[src/common/cpu_consts.svh]
// Width and size constants for the CPU core

`ifndef CPU_CONSTS_SVH
`define CPU_CONSTS_SVH

// Data word width
`define XLEN 64

// Instruction word width
`define ILEN 32

// Architectural register count
`define NREGS 32

// Bits in a register number
`define RN_W 5

`endif

[src/common/cpu_pkg.sv]
// Shared opcode, unit and pipeline record types for the CPU core

`include "cpu_consts.svh"

package cpu_pkg;

    typedef enum logic [3:0] {
        OP_NOP  = 4'd0,
        OP_ADD  = 4'd1,
        OP_SUB  = 4'd2,
        OP_AND  = 4'd3,
        OP_OR   = 4'd4,
        OP_XOR  = 4'd5,
        OP_ADDI = 4'd6,
        OP_LD   = 4'd7,
        OP_ST   = 4'd8,
        OP_BEQ  = 4'd9,
        OP_BNE  = 4'd10,
        OP_JAL  = 4'd11
    } opcode_e;

    typedef enum logic [1:0] {
        UNIT_NONE   = 2'd0,
        UNIT_ALU    = 2'd1,
        UNIT_MEM    = 2'd2,
        UNIT_BRANCH = 2'd3
    } unit_e;

    // Raw instruction word layout
    typedef struct packed {
        logic [3:0]        opcode;
        logic [`RN_W-1:0]  rd;
        logic [`RN_W-1:0]  rs1;
        logic [`RN_W-1:0]  rs2;
        logic signed [12:0] imm;
    } inst_t;

    // All zero decodes to a NOP with no unit
    typedef struct packed {
        opcode_e           opcode;
        unit_e             unit;
        logic [`RN_W-1:0]  rd;
        logic [`RN_W-1:0]  rs1;
        logic [`RN_W-1:0]  rs2;
        logic [`XLEN-1:0]  imm;
        logic [`XLEN-1:0]  next_pc;
    } dec_op_t;

    typedef struct packed {
        logic              valid;
        logic [`RN_W-1:0]  rd;
        logic [`XLEN-1:0]  data;
    } result_t;

endpackage

[src/execute/ex_branch.sv]
// Branch unit resolving BEQ, BNE and JAL into a redirect

`include "cpu_consts.svh"

module ex_branch import cpu_pkg::*; (
    input  logic              clk,
    input  logic              rst_n,
    input  logic              en,
    input  dec_op_t           op,
    input  logic [`XLEN-1:0]  rs1_data,
    input  logic [`XLEN-1:0]  rs2_data,
    input  logic              taken,
    output result_t           res,
    output logic              busy,
    output logic              redirect,
    output logic [`XLEN-1:0]  redirect_pc
);
    logic             take;
    logic             link_valid;
    logic [`RN_W-1:0] link_rd;
    logic [`XLEN-1:0] link_data;

    always_comb begin
        case (op.opcode)
            OP_BEQ:  take = rs1_data == rs2_data;
            OP_BNE:  take = rs1_data != rs2_data;
            OP_JAL:  take = 1'b1;
            default: take = 1'b0;
        endcase
    end

    always_ff @(posedge clk or negedge rst_n) begin
        if (!rst_n) begin
            redirect   <= 1'b0;
            link_valid <= 1'b0;
        end else begin
            redirect <= en && take;
            if (en && op.opcode == OP_JAL && op.rd != '0) begin
                link_valid <= 1'b1;
            end else if (taken) begin
                link_valid <= 1'b0;
            end
        end
    end

    // Target is relative to the branch itself, in words
    always_ff @(posedge clk) begin
        if (en) begin
            redirect_pc <= op.next_pc - `XLEN'd4 + {op.imm[`XLEN-3:0], 2'b00};
            link_rd     <= op.rd;
            link_data   <= op.next_pc;
        end
    end

    assign res  = '{valid: link_valid, rd: link_rd, data: link_data};
    assign busy = redirect || link_valid;

endmodule

[config.mk]
export PLATFORM = sky130hd
export DESIGN_NAME = ex_branch
export DESIGN_NICKNAME = d
export VERILOG_FILES = /design/src/common/cpu_pkg.sv /design/src/execute/ex_branch.sv
export VERILOG_INCLUDE_DIRS = /design/src /design/src/common
export SDC_FILE = /design/constraint.sdc
export NUM_CORES = 1
export LEC_CHECK = 0
export BUFFER_PORTS_ARGS = -buffer_cell sky130_fd_sc_hd__buf_2
export CAP_MARGIN = 20
export CORE_AREA = 2 2 160 162
export DETAILED_ROUTE_END_ITERATION = 7
export DIE_AREA = 0 0 162 164
export PLACE_DENSITY = 0.7
export RECOVER_POWER = 100
export REMOVE_ABC_BUFFERS = 1
export SLEW_MARGIN = 20
export SYNTH_ARGS = -nofsm -noshare
export SYNTH_HDL_FRONTEND = slang
export SYNTH_SLANG_ARGS = --single-unit
[constraint.sdc]
create_clock -name clk -period 0.82 [get_ports clk]
set_input_delay 0.082 -clock clk [delete_from_list [all_inputs] [get_ports clk]]
set_output_delay 0.082 -clock clk [all_outputs]
set_load 0.02 [all_outputs]
# Word level (Yosys, flattened, before mapping)
# Index checks and enable logic that the tools add are counted.
# W data, S select, Z words.
# op_classes
addsub	2
n_eq_ne	5
muxes	3
reduce_logical	6
# ops
operator	n
$add A64 B64 Y64	1
$eq A64 B64 Y1	1
$ne A64 B64 Y1	1
$sub A64 B3 Y64 const B	1
$eq A4 B4 Y1 const B	3
$reduce_bool A5 Y1	1
$logic_and A1 B1 Y1	3
$pmux W1 S3	1
$mux W1	2
$reduce_bool A2 Y1	1
$logic_or A1 B1 Y1	1
# totals
regBits	135
output_inout_bits	136
word_cells	21

# Depth between registers and ports, before layout
# Gate-level depths: netlist of the first run.
# logic_depth
word_depth	4
ltp_mapped	15

# Least setup slack after synthesis of the first run
# Ideal clock, no wire load.
# synth_path
path_type	in2reg
from	in op[3] in the netlist's numbering
to	reg redirect_pc[63], data pin
setup_time_ns	0.135
arrival_ns	3.009
t_required_ns	0.685
setup_slack_ns	-2.324
stages	15
path_buffers	0
cell_sequence	inv_1 > ha_1 > inv_1 > ha_1 > fa_1 > a21o_1 > a221o_1 > a221oi_2 > o21ai_2 > a21oi_4 > o21ai_2 > a21oi_4 > o21ai_2 > or4_1 > nand3_1
# synth_via
elab_chain_len	2
# synth_rtl
element	line_no	rtl
start: declaration	ex_branch.sv:9	input dec_op_t op,
$sub A64 B3 Y64	ex_branch.sv:49	redirect_pc <= op.next_pc - `XLEN'd4 + {op.imm[`XLEN-3:0], 2'b00};
$add A64 B64 Y64	ex_branch.sv:49	
end signal: assignment	ex_branch.sv:49	
end: declaration	ex_branch.sv:16	output logic [`XLEN-1:0] redirect_pc
# Every way passes these cells.
# A chain may end at the register's enable or synchronous reset.

# Final worst setup path of the first run
# Same ends and word-level chain as after synthesis.

==> run summary, run 1 <==
antenna viol nets, final = 0
fin. max-slew vios = 0
Main synth FF type = edfxtp_1
post-layout util = 69.4%
CP cell instances = buf_8, inv_4, ha_4, inv_2, ha_4, fa_2, a21o_1, a221o_1, a221oi_2, buf_4, o21ai_4, a21oi_4, o21ai_4, a21oi_4, o21ai_2, or4_1, nand3_1
dominant cells by area after synthesis = edfxtp_1, ha_1, inv_1
H-tree levels = 4
Synth Warn # = 0
CP top delay family = compound AO/OA/AOI/OAI gates
peak supply drop = 0.00151 V
Seq/Total Area, Yosys = 40.7%
setup slack after layout = -2.18 ns
Worst Path Arrival = 3.29 ns
Core ar. = 24800 µm²
number of remaining DRC errors = 0
Initial Util = 39.5%
vias in the first global route = 10800
Synth top cells by count = inv_1, edfxtp_1, ha_1
failing checks = negative setup slack
status = complete, but fails checks
CTS sink cnt = 133
crit share post-route = 366%
clk_lat worst skew = 0.42 ns
Critical-path top delay cell = or4_1
I/O Buffers = 402
1st-iter DRT viols = 582
Power per Cell Area = 1900 nW/µm²
type of the most critical hold path = input pin to async pin
first-pass GRT wire length = 54.3 mm
die height = 164 µm
max-cap violation count = 0
share of cells above drive strength 1 = 46.5%
worst path bufs/invs = 4
crit-path max FO = 2
mapped cell area = 9790 µm²
Reg clk slew, reported paths = 0.06 ns
Final Non-Filler Cells = 2094
antenna violations before repair = 9
Tightest Pin Transition = 0.539 ns
WS Path Type = input pin to register
placed wire-length estimate = 26.3 mm
total area of multi-input combinational cells = 5700 µm²
total die area = 26600 µm²
Tmin final = 3.00 ns
max frequency = 333 MHz
Rel. slew slack = 63.7%
highest cell delay on the worst timing path = 0.51 ns
via/cell ratio = 5.03
GRT overflow = 0
RSZ-0062 raised after global routing = yes
area delta synth->final = 75.9%
critical path endpoint category = register
CTS tree = yes
post-synth top area share = 40.2%
cell taking the most area after synthesis = edfxtp_1
final count of negative-setup-slack endpoints = 197
drt total wl = 39.5 mm
total track usage = 26.7%
WP data required = 1.11 ns
Startpoint Class = input pin
count of final hold-check violations = 0
largest net degree at the start of global routing = 29
CTS Root Cell = clkbuf_16
Post-synth ARST share = 1.50%
most frequent cell after synthesis = inv_1
synth unique cells = 56
Mean Syn Cell Area = 9.60 µm²
fillers = 1708
GP Congestion = 0.930
Reg area = 3980 µm²
chip width = 162 µm
drt wl/cell = 18.9 µm
Max clock buf depth = 2
Rows = 58
Leak = 0.00836 µW
Layout Skew = 0 ns
post-synthesis cell count = 1020
dpl cells = 1941
first-pass iteration count of the detailed router = 5
Final Power = 32800 µW
Post-synth EDFFs = 131
fin nets = 2146
CTS Buf Count = 17
WHS = 0.0143 ns
flops & latches, synth = 133
DR vias = 10500
Ports = 417
[through the flow]
stage	setup TNS [ns]	instance area, µm²	setup WS [ns]
finish	-129.32	17200	-2.18
global route	-135.15	17200	-2.24
CTS	-119.63	16500	-2.03
detailed placement	-126.32	13800	-2.69
global placement	-123.51	13800	-2.59
floorplan	-101.12	9710	-2.32
[where the power goes]
| part | switching, µW | internal [µW] | leakage, µW |
|---|---|---|---|
| registers | 569 | 8860 | 0.00131 |
| clock network | 3130 | 5380 | 0.000312 |
| logic | 7310 | 7550 | 0.00674 |
| total | 11000 | 21800 | 0.00836 |
[repair_timing]
item,4_1_cts,5_1_grt
pin swaps,85,59
hold buffers,75,0
cloned,0,0
buffers inserted,27,27
resized for setup,284,173
setup endpoints to repair,197,198
hold endpoints to repair,73,0
[routing by layer]
metal  wire (µm)  share of wire [%]  GRT usage (%)  vias up
li1            -                  -              -     4889
met1       13900                 35           27.9     4948
met2       20100                 51           48.6      525
met3        2790                7.1           6.31      171
met4        2610                6.6           15.8        4
met5          69               0.17           1.70        -
[cell families (layout without fill, tap and decap cells)]
kind of cell,count (synthesis),after routing,share of synthesized area [%]
AO/OA/AOI/OAI,192,192,13.1
XOR/XNOR,122,122,10.9
adder cells (fa/ha/maj),122,122,15.7
buffers and inverters,274,1010,10.6
flip-flops,133,133,40.7
multiplexers,1,1,0.102
other,0,8,0
AND/OR/NAND/NOR,176,176,8.97
[worst reg2reg max path: stages, from the launching register on]
cell	delay [ns]
dfrtp_1	0.42
buf_6	0.14
inv_1	0.06
o21ai_2	0.05
[final timing paths]
check | startpoint | to | slack [ns] | cells after the start
worst min register to register | link_valid | link_valid | 0.70 | 3
max in group asynchronous | rst_n | redirect | 0.68 | 2
worst max-delay path | op[3] | redirect_pc[63] | -2.18 | 17
worst max register to register | link_valid | link_valid | 0.04 | 3
min in group clk | op[142] | link_valid | 0.08 | 4
worst min-delay path | rst_n | link_valid | 0.01 | 2
[cell usage in the layout, fill, tap and decap left out, types with 17 or more instances in the layout]
master | netlist | final
buf_2 | 0 | 263
inv_1 | 255 | 228
buf_4 | 3 | 215
buf_6 | 0 | 147
edfxtp_1 | 131 | 131
ha_1 | 121 | 98
xnor2_1 | 102 | 84
dlygate4sd3_1 | 0 | 75
a21oi_1 | 63 | 50
nand2_1 | 45 | 42
nor2_1 | 36 | 33
a21o_1 | 33 | 33
nand4_1 | 32 | 32
ha_4 | 0 | 23
inv_2 | 0 | 20
clkbuf_16 | 0 | 17
[final cells by class]
type | count | area share (%)
multi-input cells | 613 | 33.1
repair buffers | 723 | 31.9
flip-flops and latches | 133 | 23.1
inverters | 255 | 5.66
clock buffers | 18 | 2.49
well taps | 330 | 2.40
clock inverters | 14 | 1.21
diodes | 8 | 0.116
[registers in the layout, summed over array words and instances, names as in the netlist]
name         flops
link_valid       1
link_data       62
link_rd          5
redirect_pc     64
redirect         1
Power figures use the tool's default switching activity.
==> run 2: changes to the inputs <==
==> constraint.sdc (replaced) <==
create_clock -name clk -period 3.88 [get_ports clk]
set_input_delay 0.388 -clock clk [delete_from_list [all_inputs] [get_ports clk]]
set_output_delay 0.388 -clock clk [all_outputs]
set_load 0.02 [all_outputs]
==> run 2 against run 1 <==
Compared with the run above: the flow finishes with violations (max-capacitance violations, max-slew violations); register-to-register slack improved by 3.2 ns; total power fell by 83%; cell area fell by 26%; via count fell by 19%; utilization fell by 18 points; largest power group is now registers; combinational power fell by 88%; flip-flop and latch count did not move; clock-buffer cell count rose by 1; sequential power fell by 80%; critical path depth fell by 1.
==> run summary, run 2 (synthesis results as in run 1) <==
chip width = 162 µm
die height = 164 µm
antenna violations before repair = 6
Worst Path Arrival = 3.85 ns
clk_lat worst skew = 0.42 ns
status = complete, but fails checks
setup slack after layout = 0.315 ns
RSZ-0062 raised after global routing = no
failing checks = max-capacitance violations, max-slew violations
via/cell ratio = 4.77
CTS tree = yes
I/O Buffers = 402
type of the most critical hold path = input pin to register
GRT overflow = 0
WHS = 0.146 ns
1st-iter DRT viols = 380
Rows = 58
Startpoint Class = input pin
Reg area = 3980 µm²
FF-to-FF setup slack = 3.22 ns
drt total wl = 28.6 mm
CP cell instances = buf_2, inv_1, ha_1, inv_1, ha_1, fa_1, a21o_1, a221o_1, a221oi_1, o21ai_2, a21oi_4, o21ai_2, a21oi_4, o21ai_1, or4_1, nand3_1
WP data required = 4.16 ns
WS Path Type = input pin to register
share of cells above drive strength 1 = 19.2%
Leak = 0.00597 µW
antenna viol nets, final = 0
Reg clk slew, reported paths = 0.06 ns
top flop regs = redirect_pc x64, link_data x62, link_rd x5
Tmin final = 3.56 ns
CTS sink cnt = 133
first-pass GRT wire length = 43.2 mm
final count of negative-setup-slack endpoints = 0
most common cell after layout, fill and taps aside = inv_1
vias in the first global route = 8484
Critical-path top delay cell = a221oi_1
fin nets = 1846
Resized cells post-CTS = 0
Ports = 417
largest net degree at the start of global routing = 94
highest cell delay on the worst timing path = 0.44 ns
Core ar. = 24800 µm²
Power per Cell Area = 435 nW/µm²
max-cap violation count = 1
placed wire-length estimate = 23.9 mm
peak supply drop = 0.000237 V
Setup TNS = 0 ns
Largest register FFs = 64
critical path endpoint category = register
CTS Buf Count = 17
dpl ws = 0.0198 ns
area delta synth->final = 29.4%
max frequency = 281 MHz
fin. max-slew vios = 94
number of remaining DRC errors = 0
crit share post-route = 91.9%
H-tree levels = 4
total die area = 26600 µm²
crit-path max FO = 3
Max clock buf depth = 2
count of final hold-check violations = 0
GP Congestion = 0.922
first-pass iteration count of the detailed router = 5
total track usage = 21.1%
Tightest Pin Transition = 2.48 ns
DR vias = 8558
Rel. slew slack = -65.6%
Initial Util = 39.5%
most frequent cells in the layout = inv_1, buf_2, clkbuf_1, edfxtp_1, ha_1
drt wl/cell = 15.9 µm
Top reg by flops = redirect_pc
total area of multi-input combinational cells = 4750 µm²
CTS Root Cell = clkbuf_16
Layout Skew = 0 ns
fillers = 2447
[run 2: cell types whose count changed in the layout (fill, tap and decap cells not counted), moves of 15 or more]
cell / before / now
buf_4: 215 / 12
buf_6: 147 / 0
xnor2_2: 15 / 0
clkbuf_1: 13 / 183
ha_4: 23 / 0
dlygate4sd3_1: 75 / 1
ha_1: 98 / 121
inv_1: 228 / 255
xnor2_1: 84 / 102
inv_2: 20 / 0
buf_2: 263 / 226
[run 2: worst max-delay path: cells and delay by family]
| kind | cells | cell delay (ns) |
|---|---|---|
| simple gates | 2 | 0.50 |
| compound gates | 8 | 1.91 |
| fa+ha+maj | 3 | 0.89 |
| buf+inv | 3 | 0.17 |
[run 2: metal layers]
layer  GRT usage (%)  wire length [µm]  vias up
li1                -                 -     4308
met1            24.7             11600     3871
met2            36.7             13700      311
met3            5.56              2150       66
met4            8.89              1110        2
met5               0                10        -
[run 2: worst paths after layout]
check,from,to,depth (start not counted)
min in group asynchronous,rst_n,redirect,2
setup / recovery,op[3],redirect_pc[63],16
hold / removal,op[147],redirect,2
max in group asynchronous,rst_n,link_valid,2
hold reg to reg,link_valid,link_valid,2
setup reg to reg,link_valid,link_valid,2
[run 2: what timing repair did]
| action | 4_1_cts | 5_1_grt |
|---|---|---|
| endpoints found under the hold margin | 2 | 0 |
| setup buffers | 0 | 0 |
| hold buffers | 1 | 0 |
[run 2: power by group]
part           leakage, µW  total, µW  switching [µW]  internal (µW)
logic              0.00437       1860            1160            704
clock network     0.000291       1720             646           1070
registers          0.00131       1930            62.5           1870
total              0.00597       5510            1870           3650
[run 2: final cells by class]
| cell class | instances | area share (%) |
|---|---|---|
| repair buffers | 423 | 15.2 |
| clock inverters | 13 | 1.44 |
| clock buffers | 19 | 3.42 |
| multi-input cells | 613 | 37.5 |
| diodes | 9 | 0.178 |
| flip-flops and latches | 133 | 31.4 |
| inverters | 255 | 7.55 |
| well taps | 330 | 3.26 |
[run 2: metrics by stage]
step	utilization, %	power, µW	cells	cell area (µm²)
2_1_floorplan	-	3190	1001	9710
3_5_place_dp	49.5	3890	1753	12300
5_1_grt	51.0	5810	1791	12700
4_1_cts	52.1	5640	1786	12900
6_report	51.1	5510	1795	12700
3_3_place_gp	49.5	3860	1753	12300
==> run 3: changes to the inputs <==
--- a/config.mk
+++ b/config.mk
@@ -6,12 +6,12 @@
 export SDC_FILE = /design/constraint.sdc
 export NUM_CORES = 1
 export LEC_CHECK = 0
-export BUFFER_PORTS_ARGS = -buffer_cell sky130_fd_sc_hd__buf_2
 export CAP_MARGIN = 20
 export CORE_AREA = 2 2 160 162
 export DETAILED_ROUTE_END_ITERATION = 7
 export DIE_AREA = 0 0 162 164
-export PLACE_DENSITY = 0.7
+export DONT_BUFFER_PORTS = 1
+export PLACE_DENSITY = 0.56
 export RECOVER_POWER = 100
 export REMOVE_ABC_BUFFERS = 1
 export SLEW_MARGIN = 20
==> run 3 against run 2 <==
Compared with the run above: the flow now finishes without violations; flip-flop and latch count did not move; via count shrank 17%; cell area fell by 15%; total power is 6.9% lower; combinational power fell by 34%; sequential power increased by 18%; critical endpoint unchanged; largest cell class unchanged; highest routed layer unchanged.
==> run summary, run 3 (synthesis results as in run 1) <==
I/O Buffers = 0
Layout Skew = 0 ns
crit share post-route = 90.6%
Worst Path Arrival = 3.80 ns
max frequency = 284 MHz
WS Path Type = input pin to register
crit-path max FO = 4
Tmin final = 3.52 ns
die height = 164 µm
critical path endpoint category = register
Reg-to-Reg Start = link_valid
CP cell instances = inv_1, ha_1, inv_1, ha_1, fa_1, a21o_1, a221o_1, a221oi_1, o21ai_2, a21oi_4, o21ai_2, a21oi_4, o21ai_2, or4_1, nand3_1
Startpoint Class = input pin
Top reg by flops = redirect_pc
hold wc startpoint = op[147]
status = finished, final reports clean
Leak = 0.00483 µW
most frequent cells in the layout = inv_1, edfxtp_1, ha_1, xnor2_1, a21oi_1
DR vias = 7104
CTS sink cnt = 133
Largest register FFs = 64
number of remaining DRC errors = 0
chip width = 162 µm
Ports = 417
area delta synth->final = 10.2%
Rows = 58
vias in the first global route = 6985
Initial Util = 39.5%
final count of negative-setup-slack endpoints = 0
drt wl/cell = 21.2 µm
fin. max-slew vios = 0
setup bufs post-CTS = 0
top flop regs = redirect_pc x64, link_data x62, link_rd x5
CTS Root Cell = clkbuf_16
drt total wl = 29.3 mm
first-pass GRT wire length = 42.1 mm
worst path bufs/invs = 2
CTS Buf Count = 17
Setup TNS = 0 ns
via/cell ratio = 5.15
Critical-path top delay cell = a221oi_1
CP top delay family = compound AO/OA/AOI/OAI gates
Core ar. = 24800 µm²
largest net degree at the start of global routing = 133
Tightest Pin Transition = 0.586 ns
first-pass iteration count of the detailed router = 5
share of cells above drive strength 1 = 4.77%
GRT overflow = 0
antenna viol nets, final = 0
CTS tree = yes
Reg clk slew, reported paths = 0.06 ns
type of the most critical hold path = input pin to register
post-layout util = 43.5%
most used cell, CP = o21ai_2
Power per Cell Area = 475 nW/µm²
count of final hold-check violations = 0
highest cell delay on the worst timing path = 0.42 ns
H-tree levels = 4
most common cell after layout, fill and taps aside = inv_1
peak supply drop = 0.000205 V
fin nets = 1438
1st-iter DRT viols = 437
antenna violations before repair = 4
WP data required = 4.16 ns
max-cap violation count = 0
total track usage = 21.6%
clk_lat worst skew = 0.42 ns
RSZ-0062 raised after global routing = no
CP startpoint = op[3]
placed wire-length estimate = 24.4 mm
total die area = 26600 µm²
Max clock buf depth = 2
Rel. slew slack = 60.9%
GP Congestion = 0.923
## run 3: worst register-to-register path, cell delays in order, from the launching register on
cell and delay, ns:
dfrtp_1 0.48, inv_1 0.07, o21ai_0 0.15
## run 3: worst paths after layout
kind | cells after the start | endpoint | slack, ns
max in group asynchronous | 1 | link_valid | 3.46
max reg2reg | 2 | link_valid | 3.10
min in group asynchronous | 1 | redirect | 0.24
max | 15 | redirect_pc[63] | 0.36
min reg2reg | 2 | link_valid | 0.68
min | 1 | redirect | 0.04
## run 3: layout make-up
cell class | instances | area, µm²
inverter | 255 | 957
clock inverter | 15 | 153
tap | 330 | 413
antenna | 1 | 2.50
sequential | 133 | 3980
fill | 2466 | 14000
multi-input combinational | 613 | 4760
timing repair buffer | 15 | 104
clock buffer | 17 | 425
## run 3: where the power goes
part	switching (µW)	internal [µW]
combinational	692	534
clock	683	950
sequential	386	1880
## run 3: through the flow
step | cells | total power (µW) | hold WS (ns) | cell area [µm²] | worst slack (ns)
final | 1379 | 5130 | 0.0424 | 10800 | 0.364
after global routing | 1378 | 5400 | 0.0124 | 10800 | 0.222
after CTS | 1378 | 5200 | 0.0132 | 10800 | 0.517
after detailed placement | 1345 | 3540 | 0.0932 | 10200 | 0.0787
after global placement | 1345 | 3530 | 0.0932 | 10200 | 0.114
after floorplan | 1001 | 3190 | 0.0924 | 9710 | 0.430
## run 3: repair_timing
item                                   CTS  global route
gates resized for setup                  0             0
endpoints found under the hold margin    2             0
hold buffers                             1             0
## run 3: per-layer routing
metal  vias to the layer above  global-route usage [%]  part of all wire (%)
met5                         -                       0                  0.16
met4                         6                    5.27                   1.4
met3                        26                    8.33                   8.3
met2                       267                    35.9                    48
met1                      3341                    26.4                    42
li1                       3464                       -                     -
