File: config.mk
export PLATFORM = sky130hd
export DESIGN_NAME = ex_memory
export DESIGN_NICKNAME = d
export VERILOG_FILES = /design/src/common/cpu_pkg.sv /design/src/execute/ex_memory.sv
export VERILOG_INCLUDE_DIRS = /design/src /design/src/common
export SDC_FILE = /design/constraint.sdc
export NUM_CORES = 1
export LEC_CHECK = 0
export BUFFER_PORTS_ARGS = -buffer_cell sky130_fd_sc_hd__buf_2
export CAP_MARGIN = 0
export CORE_AREA = 3 3 213 215
export CTS_CLUSTER_SIZE = 10
export DETAILED_ROUTE_END_ITERATION = 16
export DIE_AREA = 0 0 216 218
export GPL_ROUTABILITY_DRIVEN = 0
export SLEW_MARGIN = 15
export SYNTH_ARGS = -nofsm -noshare
export SYNTH_HDL_FRONTEND = slang
export SYNTH_SLANG_ARGS = --single-unit
File: constraint.sdc
create_clock -name clk -period 21.4 [get_ports clk]
set_input_delay 3.21 -clock clk [delete_from_list [all_inputs] [get_ports clk]]
set_output_delay 3.21 -clock clk [all_outputs]
set_load 0.1 [all_outputs]
File: src/common/cpu_consts.svh
// Width and size constants for the CPU core

`ifndef CPU_CONSTS_SVH
`define CPU_CONSTS_SVH

// Data word width
`define XLEN 64

// Instruction word width
`define ILEN 32

// Architectural register count
`define NREGS 32

// Bits in a register number
`define RN_W 5

`endif

File: src/common/cpu_pkg.sv
// Shared opcode, unit and pipeline record types for the CPU core

`include "cpu_consts.svh"

package cpu_pkg;

    typedef enum logic [3:0] {
        OP_NOP  = 4'd0,
        OP_ADD  = 4'd1,
        OP_SUB  = 4'd2,
        OP_AND  = 4'd3,
        OP_OR   = 4'd4,
        OP_XOR  = 4'd5,
        OP_ADDI = 4'd6,
        OP_LD   = 4'd7,
        OP_ST   = 4'd8,
        OP_BEQ  = 4'd9,
        OP_BNE  = 4'd10,
        OP_JAL  = 4'd11
    } opcode_e;

    typedef enum logic [1:0] {
        UNIT_NONE   = 2'd0,
        UNIT_ALU    = 2'd1,
        UNIT_MEM    = 2'd2,
        UNIT_BRANCH = 2'd3
    } unit_e;

    // Raw instruction word layout
    typedef struct packed {
        logic [3:0]        opcode;
        logic [`RN_W-1:0]  rd;
        logic [`RN_W-1:0]  rs1;
        logic [`RN_W-1:0]  rs2;
        logic signed [12:0] imm;
    } inst_t;

    // All zero decodes to a NOP with no unit
    typedef struct packed {
        opcode_e           opcode;
        unit_e             unit;
        logic [`RN_W-1:0]  rd;
        logic [`RN_W-1:0]  rs1;
        logic [`RN_W-1:0]  rs2;
        logic [`XLEN-1:0]  imm;
        logic [`XLEN-1:0]  next_pc;
    } dec_op_t;

    typedef struct packed {
        logic              valid;
        logic [`RN_W-1:0]  rd;
        logic [`XLEN-1:0]  data;
    } result_t;

endpackage

File: src/execute/ex_memory.sv
// Load/store unit driving the four-phase data memory bus

`include "cpu_consts.svh"

module ex_memory import cpu_pkg::*; (
    input  logic              clk,
    input  logic              rst_n,
    input  logic              en,
    input  dec_op_t           op,
    input  logic [`XLEN-1:0]  rs1_data,
    input  logic [`XLEN-1:0]  rs2_data,
    input  logic              taken,
    input  logic              dmem_ack,
    input  logic [`XLEN-1:0]  dmem_rdata,
    output result_t           res,
    output logic              busy,
    output logic              dmem_req,
    output logic              dmem_we,
    output logic [`XLEN-1:0]  dmem_addr,
    output logic [`XLEN-1:0]  dmem_wdata
);
    typedef enum logic [1:0] {
        MEM_IDLE,
        MEM_REQUEST,
        MEM_WAIT_RELEASE,
        MEM_HOLD
    } mem_state_e;

    mem_state_e       state;
    logic [`RN_W-1:0] load_rd;
    logic [`XLEN-1:0] load_data;

    always_ff @(posedge clk or negedge rst_n) begin
        if (!rst_n) begin
            state    <= MEM_IDLE;
            dmem_req <= 1'b0;
            dmem_we  <= 1'b0;
        end else begin
            case (state)
                MEM_IDLE: begin
                    if (en) begin
                        dmem_req <= 1'b1;
                        dmem_we  <= (op.opcode == OP_ST);
                        state    <= MEM_REQUEST;
                    end
                end
                MEM_REQUEST: begin
                    if (dmem_ack) begin
                        dmem_req <= 1'b0;
                        state    <= MEM_WAIT_RELEASE;
                    end
                end
                MEM_WAIT_RELEASE: begin
                    // Slave must drop ack before the bus is reused
                    if (!dmem_ack) begin
                        dmem_we <= 1'b0;
                        state   <= dmem_we ? MEM_IDLE : MEM_HOLD;
                    end
                end
                MEM_HOLD: begin
                    if (taken) begin
                        state <= MEM_IDLE;
                    end
                end
                default: state <= MEM_IDLE;
            endcase
        end
    end

    always_ff @(posedge clk) begin
        if (state == MEM_IDLE && en) begin
            dmem_addr  <= rs1_data + op.imm;
            dmem_wdata <= rs2_data;
            load_rd    <= op.rd;
        end
        if (state == MEM_REQUEST && dmem_ack) begin
            load_data <= dmem_rdata;
        end
    end

    // Only loads reach the hold state
    assign res  = '{valid: state == MEM_HOLD, rd: load_rd, data: load_data};
    assign busy = state != MEM_IDLE;

endmodule

* Word level (Yosys, flattened, before mapping)
Cells that the tools add are included.
Storage, ports and cells: bits in registers 201, logic and storage cells 37
Operators by class: add/sub/neg operators 1, multiplexer cells 12, reduce and logical (&&, ||, !) cells 9, equal/unequal tests 8
Operator list (count):
- adder 64 bit | 1
- 2-to-1 mux 2 bit | 5
- inequality test 2 bit, second input constant | 4
- one-hot mux 2 bit (4 select lines) | 1
- AND reduction 3 bit | 2
- nonzero test 2 bit | 3
- equality test 2 bit, second input constant | 2
- equality test 4 bit, second input constant | 1
- 2-to-1 mux 1 bit | 4
- one-hot mux 1 bit (2 select lines) | 2
- AND reduction 4 bit | 1
- equality test 2 x 1 -> 1 bit, second input constant | 1
- logical AND 1 bit | 2
- logical NOT 2 bit | 1

* Depth between registers and ports, before layout
Gate-level depths: netlist of the first run.
word-level depth 3, gate-level depth with buffers 11

* Worst setup path before layout of the first run
Ideal clock, no wire load.
path type input to register, start point input en, end point register dmem_addr[0], enable pin, buffers on the path 0, path slack 11983 ps, setup time 628 ps, arrival 8790 ps, cell stages on the path 2, cells stage by stage inv_1 > nor2_1
On the way: cells in the longest elaborated chain, start to end 1
RTL lines:
- start, declared | line ex_memory.sv:8 | input logic en,
- logical AND 1 bit | line ex_memory.sv:71 | if (state == MEM_IDLE && en) begin
- end signal, assigned | line ex_memory.sv:72 | dmem_addr <= rs1_data + op.imm;
- end, declared | line ex_memory.sv:19 | output logic [`XLEN-1:0] dmem_addr,
No other way between the ends. A chain may end at the register's enable or synchronous reset.

* Worst setup path after layout of the first run
start point input op[64] in the netlist's numbering, end point register dmem_addr[60], data pin
On the way: cells in the longest elaborated chain, start to end 1
RTL lines:
- start, declared | line ex_memory.sv:9 | input dec_op_t op,
- adder 64 bit | line ex_memory.sv:72
No other way between the ends.

==> impl_summary.txt, run 1 <==
----------------------------------------------------
[Status]
  Outcome ... finished clean

[Routing]
  Total number of vias ... 8,379
  Number of remaining DRC errors ... 0
  Sum of routed wire length over all layers ... 36,100 um
  Final antenna-violating net count ... 0
  Routed WL per cell ... 19.4 um
  Count of TritonRoute iterations in the first routing pass ... 5
  Drt initial violations ... 570
  Routed via count divided by cell count ... 4.51

[STA]
  Finish-stage setup viols ... 0
  Final min period ... 6.14 ns
  Final Hold Viols ... 0
  Maximum operating frequency ... 0.163 GHz
  Unrepaired setup endpoints after global routing ... false
  Setup TNS ... 0 ns
  Hold_ws ... 0.520 ns
  Slew Limit Fails ... 0
  Worst slew pin tran ... 1.00 ns
  Share of the cycle needed by the critical path after routing ... 28.7%
  Post-Route Skew ... 0.0250 ns
  Worst slew margin relative to its limit ... 33.1%

[Clock tree]
  Total number of clock tree sinks ... 201
  Post-CTS sizing ... 0
  Htree depth ... 1
  Number of clock buffers inserted by TritonCTS ... 26
  Post-CTS Repair Setup Buffers ... 0
  TritonCTS clock tree ... yes
  Clock-pin slew on the worst setup and hold paths ... 0.06 ns
  Maximum clock insertion buffer count ... 3
  Quantity of hold-fixing buffers added after cts ... 0
  Clock root cell ... clkbuf_16
  Latest clock arrival within the worst-skew pair ... 0.54 ns

[Yosys]
  Synthesized netlist cell count ... 776
  Yosys top cell area share ... 59.8%
  Synth top cells by count ... edfxtp_1, a21oi_1, ha_1
  Number of distinct standard cells referenced by the synthesized netlist ... 62
  Synth Net Count ... 1,186
  Avg Inst Size Synth ... 12.8 um^2
  Leading post-synthesis cells by cell area ... edfxtp_1, ha_1, a21oi_1
  Top cell type by total area after synthesis ... edfxtp_1
  Most instantiated library cell after synthesis ... edfxtp_1
  Seq/Total Area, Yosys ... 60.8%
  Post-synthesis register bit count ... 201
  Number of warnings issued by yosys ... 0
  Fraction of synthesis flops using an asynchronous set or reset pin ... 1.99%
  Number of enable-type register cells in the synthesized netlist ... 197
  Post-Synthesis Cell Area ... 9900 um^2
  Main flop type after synthesis ... edfxtp_1

[Place]
  Buffers added on ports ... 470
  Placement Cell Area ... 12,900 um^2
  Half-perimeter wire length after placement ... 29,500 um

[Finish]
  Post-route core utilization ... 31.2%
  Share of final-layout standard cells stronger than drive strength 1 ... 41.2%
  Area Growth Syn to Fin ... 38.6%
  Final net count ... 1,663
  Cell area after layout ... 13,700 um^2

[Die]
  Die Area ... 47,100 um^2
  Standard-cell row count ... 77
  Top-level port count ... 547
  Height of the die ... 218 um
  Effective utilization at floorplan ... 22.5%
  Core box area ... 43,900 um^2
  Die width ... 216 um

[Power and ir drop]
  P per Cell Area ... 120 nW/um^2
  Peak ir drop on the vdd network ... 0.0683 mV
  Sequential fraction of design power ... 33.0%
  Power consumption ... 1.65 mW
  Fraction of power consumed by combinational cells ... 41.8%
  Clock share of power ... 25.2%
  Total leakage power ... 5.82 nW
  Switch share ... 46.7%
  Switching power ... 768 uW
  Cell-internal power ... 877 uW

[Setup path]
  Crit Path Max Fanout ... 4
  Category of the worst setup path capture point ... flop
  Arrival time of the worst setup path ... 6.41 ns
  CP startpoint kind ... primary input
  Worst setup path class ... primary input to flop
  Endpoint required time on the critical path ... 21.67 ns

[GRT]
  Global-route wire length before repair ... 51,500 um
  Most crowded layer after global routing ... met2
  Global-route usage over all layers ... 14.4%
  Met2 routing resource usage after global routing ... 23.9%
  Antenna violations before repair ... 7
  Maximum number of pins on one net before global-route repair ... 74
  Fraction of met1 tracks used by global routing ... 17.7%
  Grt total ovfl ... 0
  Grt met3 use ... 4.63%
  Number of global-route vias before repair ... 8,213

[Hold path]
  Type of the worst min-delay path ... flop to flop

[Flow run]
  Max Cap Violations ... 0

----------------------------------------------------
## power by group through the flow
stage               Clock (mW)  Combinational (mW)  Sequential (mW)
floorplan                    0               0.146            0.961
global placement             0               0.689            0.549
detailed placement           0               0.691            0.551
CTS                      0.433               0.692            0.543
global route             0.446               0.717            0.548
finish                   0.415               0.688            0.542
## per-layer routing
| metal | up-vias | part of all wire, % |
|---|---|---|
| met1 | 4021 | 40 |
| met2 | 366 | 47 |
| li1 | 3930 | - |
| met5 | - | 0.025 |
| met4 | 2 | 3.2 |
| met3 | 60 | 9.5 |
## per-stage QoR
step | instances | worst slack, ns
detailed placement | 1817 | 14.74
CTS | 1857 | 15.32
global placement | 1817 | 14.77
floorplan | 776 | 11.98
global route | 1858 | 15.14
finish | 1858 | 15.26
## placed cells by master (no fill, tap or decap), types with 5 or more instances in the layout
master       n
nand2_1     52
nand4_1     21
a21oi_1     79
nand2b_1     5
xor2_1      24
nor3_1      12
nand3_1     16
nor2_1      33
buf_2      470
edfxtp_1   197
o21ai_0     29
a31oi_1     10
clkbuf_16   26
inv_1       22
ha_1        63
o21ai_1     13
o211ai_1     5
a21o_1      36
and3_1       7
xnor2_1     35
o21bai_1    18
## layout make-up
class,count,area (um^2)
Sequential cell,201,6020
Antenna cell,1,2.50
Timing Repair Buffer,473,2370
Fill cell,4468,30200
Clock inverter,9,106
Inverter,22,82.6
Clock buffer,31,679
Multi-Input combinational cell,529,3710
Tap cell,592,741
## path summary, 6_finish.rpt
check	endpoint	slack (ns)	depth (start not counted)	from
max in group asynchronous	state[0]$_DFFE_PN0P_	18.82	1	rst_n
worst min-delay path	dmem_req$_DFFE_PN0P_	0.52	2	dmem_req$_DFFE_PN0P_
worst max-delay path	dmem_addr[60]$_DFFE_PP_	15.26	12	op[64]
min in group asynchronous	dmem_req$_DFFE_PN0P_	2.46	1	rst_n
worst min register to register	dmem_req$_DFFE_PN0P_	0.52	2	dmem_req$_DFFE_PN0P_
worst max register to register	dmem_wdata[39]$_DFFE_PP_	18.42	4	state[1]$_DFFE_PN0P_
## cell families after synthesis
| kind of cell | after synthesis | share of synthesized area [%] |
|---|---|---|
| simple gates | 175 | 8.74 |
| xor+xnor | 59 | 5.22 |
| flops | 201 | 60.8 |
| fa+ha+maj | 64 | 8.17 |
| compound gates | 230 | 15.2 |
| mux | 1 | 0.101 |
| buf+inv | 46 | 1.82 |
## state kept, by name, summed over array words and instances (netlist names)
register and cells:
load_rd 5, dmem_req 1, load_data 64, dmem_addr 64
dmem_wdata 64, dmem_we 1, state 2
## critical path, cell delays in order
cell      delay [ns]
buf_2           0.10
ha_1            0.22
fa_1            0.40
a21o_1          0.22
a221oi_2        0.37
o211ai_2        0.19
a21bo_2         0.29
a211oi_4        0.46
o21ai_2         0.12
or4b_1          0.52
a31oi_1         0.22
xnor2_1         0.09
(Power assumes the default switching activity.)
==> inputs of run 2 (changes only) <==
==> constraint.sdc (replaced) <==
create_clock -name clk -period 5.5 [get_ports clk]
set_input_delay 0.825 -clock clk [delete_from_list [all_inputs] [get_ports clk]]
set_output_delay 0.825 -clock clk [all_outputs]
set_load 0.1 [all_outputs]
==> run 2 against run 1 <==
Flip-flop and latch count unchanged. Register-to-register slack got worse by 15 ns. Final cell count decreased by 0.11%. Clock power increased to 3.5 times the previous value. Combinational power increased to 3.9 times the previous value. First-iteration DRC count increased by 0.70%. Critical path depth unchanged. Core utilization decreased by 0.17 points. Critical endpoint unchanged. Clock skew decreased by 0.015 ns. Sequential share of layout area increased by 0.23 points. Power increased to 3.8 times the previous value. Via count decreased by 0.81%.
==> impl_summary.txt, run 2 (synthesis gave the netlist of run 1 again) <==
----------------------------------------------------
[Setup path]
  Depth of the worst register-to-register path ... 3
  Arrival time of the worst setup path ... 3.95 ns
  R2R Setup Slk ... 3.50 ns
  Endpoint of the worst register-to-register path ... load_rd[4]$_DFFE_PP_
  Crit Path Max Fanout ... 4
  Category of the worst setup path capture point ... flop
  Endpoint required time on the critical path ... 5.78 ns
  CP startpoint kind ... primary input
  Worst setup path start ... op[64]
  Worst setup path endpoint ... dmem_addr[60]$_DFFE_PP_
  Worst setup path class ... primary input to flop
  Worst flop-to-flop path startpoint ... state[1]$_DFFE_PN0P_

[GRT]
  Number of global-route vias before repair ... 8,238
  Grt total ovfl ... 0
  Global-route wire length before repair ... 51,000 um
  Global-route usage over all layers ... 14.2%
  Antenna violations before repair ... 13
  Maximum number of pins on one net before global-route repair ... 134

[STA]
  Setup slack of the critical path after layout ... 1.84 ns
  Hold_ws ... 0.0876 ns
  Unrepaired setup endpoints after global routing ... false
  Worst slew margin relative to its limit ... 46.2%
  Worst slew pin tran ... 0.807 ns
  Share of the cycle needed by the critical path after routing ... 66.6%
  Final min period ... 3.66 ns
  Finish-stage setup viols ... 0
  Slew Limit Fails ... 0
  Post-Route Skew ... 0.0104 ns
  Setup TNS ... 0 ns
  Final Hold Viols ... 0
  Maximum operating frequency ... 0.273 GHz

[Finish]
  Cell area after layout ... 13,600 um^2
  Footprint of the multi-input gates ... 3710 um^2
  Commonest non-fill, non-tap cell in the layout ... buf_2
  Final net count ... 1,661
  Share of final-layout standard cells stronger than drive strength 1 ... 41.0%
  Filler cell count ... 4,520
  Post-route core utilization ... 31.1%
  Area Growth Syn to Fin ... 37.9%
  Most frequent cells in the layout ... buf_2, edfxtp_1, a21oi_1, ha_1, nand2_1
  Largest registers ranked by flip-flop count ... dmem_addr (64), dmem_wdata (64), load_data (64)
  Area used by sequential logic in the layout ... 6020 um^2

[Status]
  Outcome ... finished clean

[Power and ir drop]
  P per Cell Area ... 457 nW/um^2
  Peak ir drop on the vdd network ... 0.225 mV
  Clock share of power ... 23.4%
  Total leakage power ... 5.79 nW
  Sequential fraction of design power ... 33.9%
  Fraction of power consumed by combinational cells ... 42.7%
  Cell-internal power ... 3.30 mW
  Switching power ... 2.94 mW
  Switch share ... 47.1%

[Die]
  Core box area ... 43,900 um^2
  Die Area ... 47,100 um^2
  Top-level port count ... 547
  Height of the die ... 218 um
  Standard-cell row count ... 77
  Die width ... 216 um
  Effective utilization at floorplan ... 22.5%

[Clock tree]
  Latest clock arrival within the worst-skew pair ... 0.54 ns
  Total number of clock tree sinks ... 201
  TritonCTS clock tree ... yes
  Maximum clock insertion buffer count ... 3
  Clock-pin slew on the worst setup and hold paths ... 0.05 ns
  Clock root cell ... clkbuf_16
  Post-CTS sizing ... 0
  Post-CTS Repair Setup Buffers ... 0
  Number of clock buffers inserted by TritonCTS ... 25
  Quantity of hold-fixing buffers added after cts ... 0
  Htree depth ... 1

[Routing]
  Total number of vias ... 8,311
  Count of TritonRoute iterations in the first routing pass ... 5
  Final antenna-violating net count ... 0
  Routed WL per cell ... 19.1 um
  Sum of routed wire length over all layers ... 35,500 um
  Drt initial violations ... 574
  Routed via count divided by cell count ... 4.48
  Number of remaining DRC errors ... 0

[Flow run]
  Max Cap Violations ... 0

[Place]
  Place WS ... 1.30 ns
  Half-perimeter wire length after placement ... 29,100 um
  Buffers added on ports ... 470
  Placement Cell Area ... 12,900 um^2

[Hold path]
  Type of the worst min-delay path ... primary input to async pin

----------------------------------------------------
run 2: worst min path at each step:
| stage | start | to | cells past startpoint | slack [ns] |
|---|---|---|---|---|
| detailed placement | dmem_req$_DFFE_PN0P_ | dmem_req$_DFFE_PN0P_ | 2 | 0.53 |
| finish | rst_n | state[1]$_DFFE_PN0P_ | 1 | 0.09 |
| floorplan | rst_n | dmem_req$_DFFE_PN0P_ | 0 | 0.53 |
| CTS | rst_n | state[1]$_DFFE_PN0P_ | 1 | 0.06 |
| global route | rst_n | state[1]$_DFFE_PN0P_ | 1 | 0.07 |
| global placement | dmem_req$_DFFE_PN0P_ | dmem_req$_DFFE_PN0P_ | 2 | 0.49 |
run 2: worst max-delay path, stage by stage:
cell and delay [ns]:
buf_2 0.10, ha_1 0.21, fa_1 0.40, a21o_1 0.22, a221oi_2 0.36, o211ai_2 0.18
a21bo_2 0.28, a211oi_4 0.42, o21ai_2 0.13, or4b_1 0.51, a31oi_1 0.21, xnor2_1 0.09
run 2: area by class of cell:
type                    instances  share of cell area (%)
inverters                      22                   0.605
flip-flops and latches        201                    44.1
multi-input cells             529                    27.2
repair buffers                472                    17.4
well taps                     592                    5.43
diodes                          2                  0.0367
clock buffers                  32                    4.85
clock inverters                 6                   0.321
run 2: power groups by stage:
stage          clock network [mW]  registers (mW)  logic, mW
2_1_floorplan                   0            3.72      0.570
3_3_place_gp                    0            2.14       2.67
3_5_place_dp                    0            2.14       2.68
4_1_cts                      1.52            2.11       2.69
5_1_grt                      1.59            2.13       2.78
6_report                     1.46            2.11       2.66
run 2: routing by layer:
layer	vias up	part of all wire (%)	global-route usage, %	wire [um]
li1	3923	-	-	-
met1	3959	39	16.8	13700
met2	356	48	24.0	17100
met3	67	10	5.25	3650
met4	6	2.7	4.49	970
met5	-	0.096	0	34
run 2: metrics by stage:
stage	power [mW]	instances
after floorplan	4.29	776
after global placement	4.81	1816
after detailed placement	4.83	1816
after CTS	6.33	1854
after global routing	6.50	1856
final	6.23	1856
==> inputs of run 3 (changes only) <==
==> constraint.sdc (replaced) <==
create_clock -name clk -period 3.08 [get_ports clk]
set_input_delay 0.462 -clock clk [delete_from_list [all_inputs] [get_ports clk]]
set_output_delay 0.462 -clock clk [all_outputs]
set_load 0.1 [all_outputs]
==> run 3 against run 2 <==
Core utilization rose by 1.9 points. Sequential share of layout area decreased by 2.6 points. Highest routed layer unchanged. Largest cell class unchanged. Flip-flop and latch count is the same. Combinational power grew 88%.
==> impl_summary.txt, run 3 (synthesis gave the netlist of run 1 again) <==
----------------------------------------------------
[Die]
  Height of the die ... 218 um
  Effective utilization at floorplan ... 22.5%
  Die Area ... 47,100 um^2
  Standard-cell row count ... 77
  Die width ... 216 um
  Top-level port count ... 547
  Core box area ... 43,900 um^2

[STA]
  Worst slew pin tran ... 0.792 ns
  Worst slew margin relative to its limit ... 47.2%
  Finish-stage setup viols ... 0
  Share of the cycle needed by the critical path after routing ... 95.3%
  Final min period ... 2.94 ns
  Maximum operating frequency ... 0.341 GHz
  Final Hold Viols ... 0
  Setup TNS ... 0 ns
  Post-Route Skew ... 0.0132 ns
  Hold_ws ... 0.0950 ns
  Slew Limit Fails ... 0
  Unrepaired setup endpoints after global routing ... false

[GRT]
  Number of global-route vias before repair ... 8,837
  Grt total ovfl ... 0
  Antenna violations before repair ... 12
  Global-route usage over all layers ... 14.9%
  Maximum number of pins on one net before global-route repair ... 65
  Global-route wire length before repair ... 53,500 um

[Finish]
  Commonest non-fill, non-tap cell in the layout ... buf_2
  Final standard cell count with taps included and fillers excluded ... 1,963
  Largest registers ranked by flip-flop count ... dmem_addr (64), dmem_wdata (64), load_data (64)
  Final net count ... 1,768
  Area Growth Syn to Fin ... 46.4%
  Share of final-layout standard cells stronger than drive strength 1 ... 45.7%
  Most frequent cells in the layout ... buf_2, edfxtp_1, buf_4, a21oi_1, ha_1
  Filler cell count ... 4,494
  Post-route core utilization ... 33.0%

[Clock tree]
  Clock-pin slew on the worst setup and hold paths ... 0.06 ns
  Number of clock buffers inserted by TritonCTS ... 25
  Clock root cell ... clkbuf_16
  Htree depth ... 1
  TritonCTS clock tree ... yes
  Latest clock arrival within the worst-skew pair ... 0.54 ns
  Total number of clock tree sinks ... 201
  Maximum clock insertion buffer count ... 3

[Flow run]
  Max Cap Violations ... 0

[Routing]
  Met2 Routed Length ... 18,000 um
  Final antenna-violating net count ... 0
  Routed via count divided by cell count ... 4.43
  Total number of vias ... 8,705
  Number of remaining DRC errors ... 0
  Sum of routed wire length over all layers ... 37,000 um
  Drt initial violations ... 558
  Routed WL per cell ... 18.9 um
  Highest metal layer with signal wires ... met5
  WL met1 ... 14,300 um
  Count of TritonRoute iterations in the first routing pass ... 5
  Routed wl met3 ... 3570 um

[Power and ir drop]
  Power consumption ... 11.4 mW
  Total leakage power ... 6.31 nW
  P per Cell Area ... 788 nW/um^2
  Peak ir drop on the vdd network ... 0.421 mV

[Place]
  Half-perimeter wire length after placement ... 30,900 um
  Placed instance count ... 1,922
  Buffers added on ports ... 470

[Setup path]
  Worst setup path class ... primary input to flop
  Cell-by-cell trace of the critical path ... buf_2, ha_2, fa_2, a21o_1, a221oi_2, o211ai_2, a21bo_2, a211oi_4, o21ai_2, or4b_1, a31oi_1, xnor2_1
  Max stage delay cell, worst path ... or4b_1
  Arrival time of the worst setup path ... 3.22 ns
  Crit Path Max Fanout ... 2
  Largest stage delay, worst path ... 0.46 ns
  CP startpoint kind ... primary input
  Endpoint required time on the critical path ... 3.36 ns
  Crit path max-delay family ... compound AO/OA/AOI/OAI gates
  Category of the worst setup path capture point ... flop
  Buf/Inv on CP ... 1

[Hold path]
  Type of the worst min-delay path ... primary input to flop

[Status]
  Outcome ... finished clean

----------------------------------------------------
[run 3: metrics by stage]
stage | worst slack (ns) | area (um^2)
after floorplan | -0.258 | 9920
after global routing | 0.00134 | 14500
after CTS | 0.0869 | 14500
after detailed placement | -0.480 | 13800
final | 0.145 | 14500
after global placement | -0.481 | 13800
[run 3: final cells by class]
type | instances | area, um^2 | share of cell area, %
Clock inverter | 7 | 47.5 | 0.328
Tap cell | 592 | 741 | 5.11
Timing Repair Buffer | 579 | 3210 | 22.2
Clock buffer | 31 | 658 | 4.54
Multi-Input combinational cell | 529 | 3720 | 25.7
Inverter | 22 | 82.6 | 0.570
Antenna cell | 2 | 5.00 | 0.0346
Sequential cell | 201 | 6020 | 41.5
[run 3: path summary, 6_finish.rpt]
path                                       endpoint  depth (start not counted)                  from  slack (ns)
setup / recovery            dmem_addr[60]$_DFFE_PP_                         12                op[64]        0.14
min in group asynchronous      state[0]$_DFFE_PN0P_                          2                 rst_n        0.29
setup reg to reg            dmem_addr[59]$_DFFE_PP_                          3  state[1]$_DFFE_PN0P_        1.09
hold / removal             dmem_wdata[38]$_DFFE_PP_                          1          rs2_data[38]        0.09
hold reg to reg                dmem_req$_DFFE_PN0P_                          2  dmem_req$_DFFE_PN0P_        0.52
max in group asynchronous      dmem_req$_DFFE_PN0P_                          2                 rst_n        2.67
[run 3: timing repair]
item                                    in CTS  in global routing
endpoints found under the setup margin       0                  1
resized for setup                            0                  0
setup buffers                                0                  0
hold endpoints to repair                     4                  0
hold buffers                                 1                  0
[run 3: worst register-to-register path: stages (launching register included)]
cell and delay (ns):
dfrtp_1 0.48, or2_4 0.30, nor2_4 0.48, buf_12 0.36
[run 3: report_power, final]
group	internal (mW)	switching, mW	leakage [nW]	total (mW)
Clock	1.50	1.13	0.350	2.63
Combinational	0.946	4.06	4.10	5.00
Sequential	3.62	0.162	1.85	3.78
Total	6.06	5.35	6.31	11.4
[run 3: layer usage]
| metal | vias up | global-route usage [%] |
|---|---|---|
| li1 | 4141 | - |
| met2 | 392 | 26.0 |
| met1 | 4089 | 17.2 |
| met4 | 6 | 4.73 |
| met3 | 77 | 5.10 |
| met5 | - | 0 |
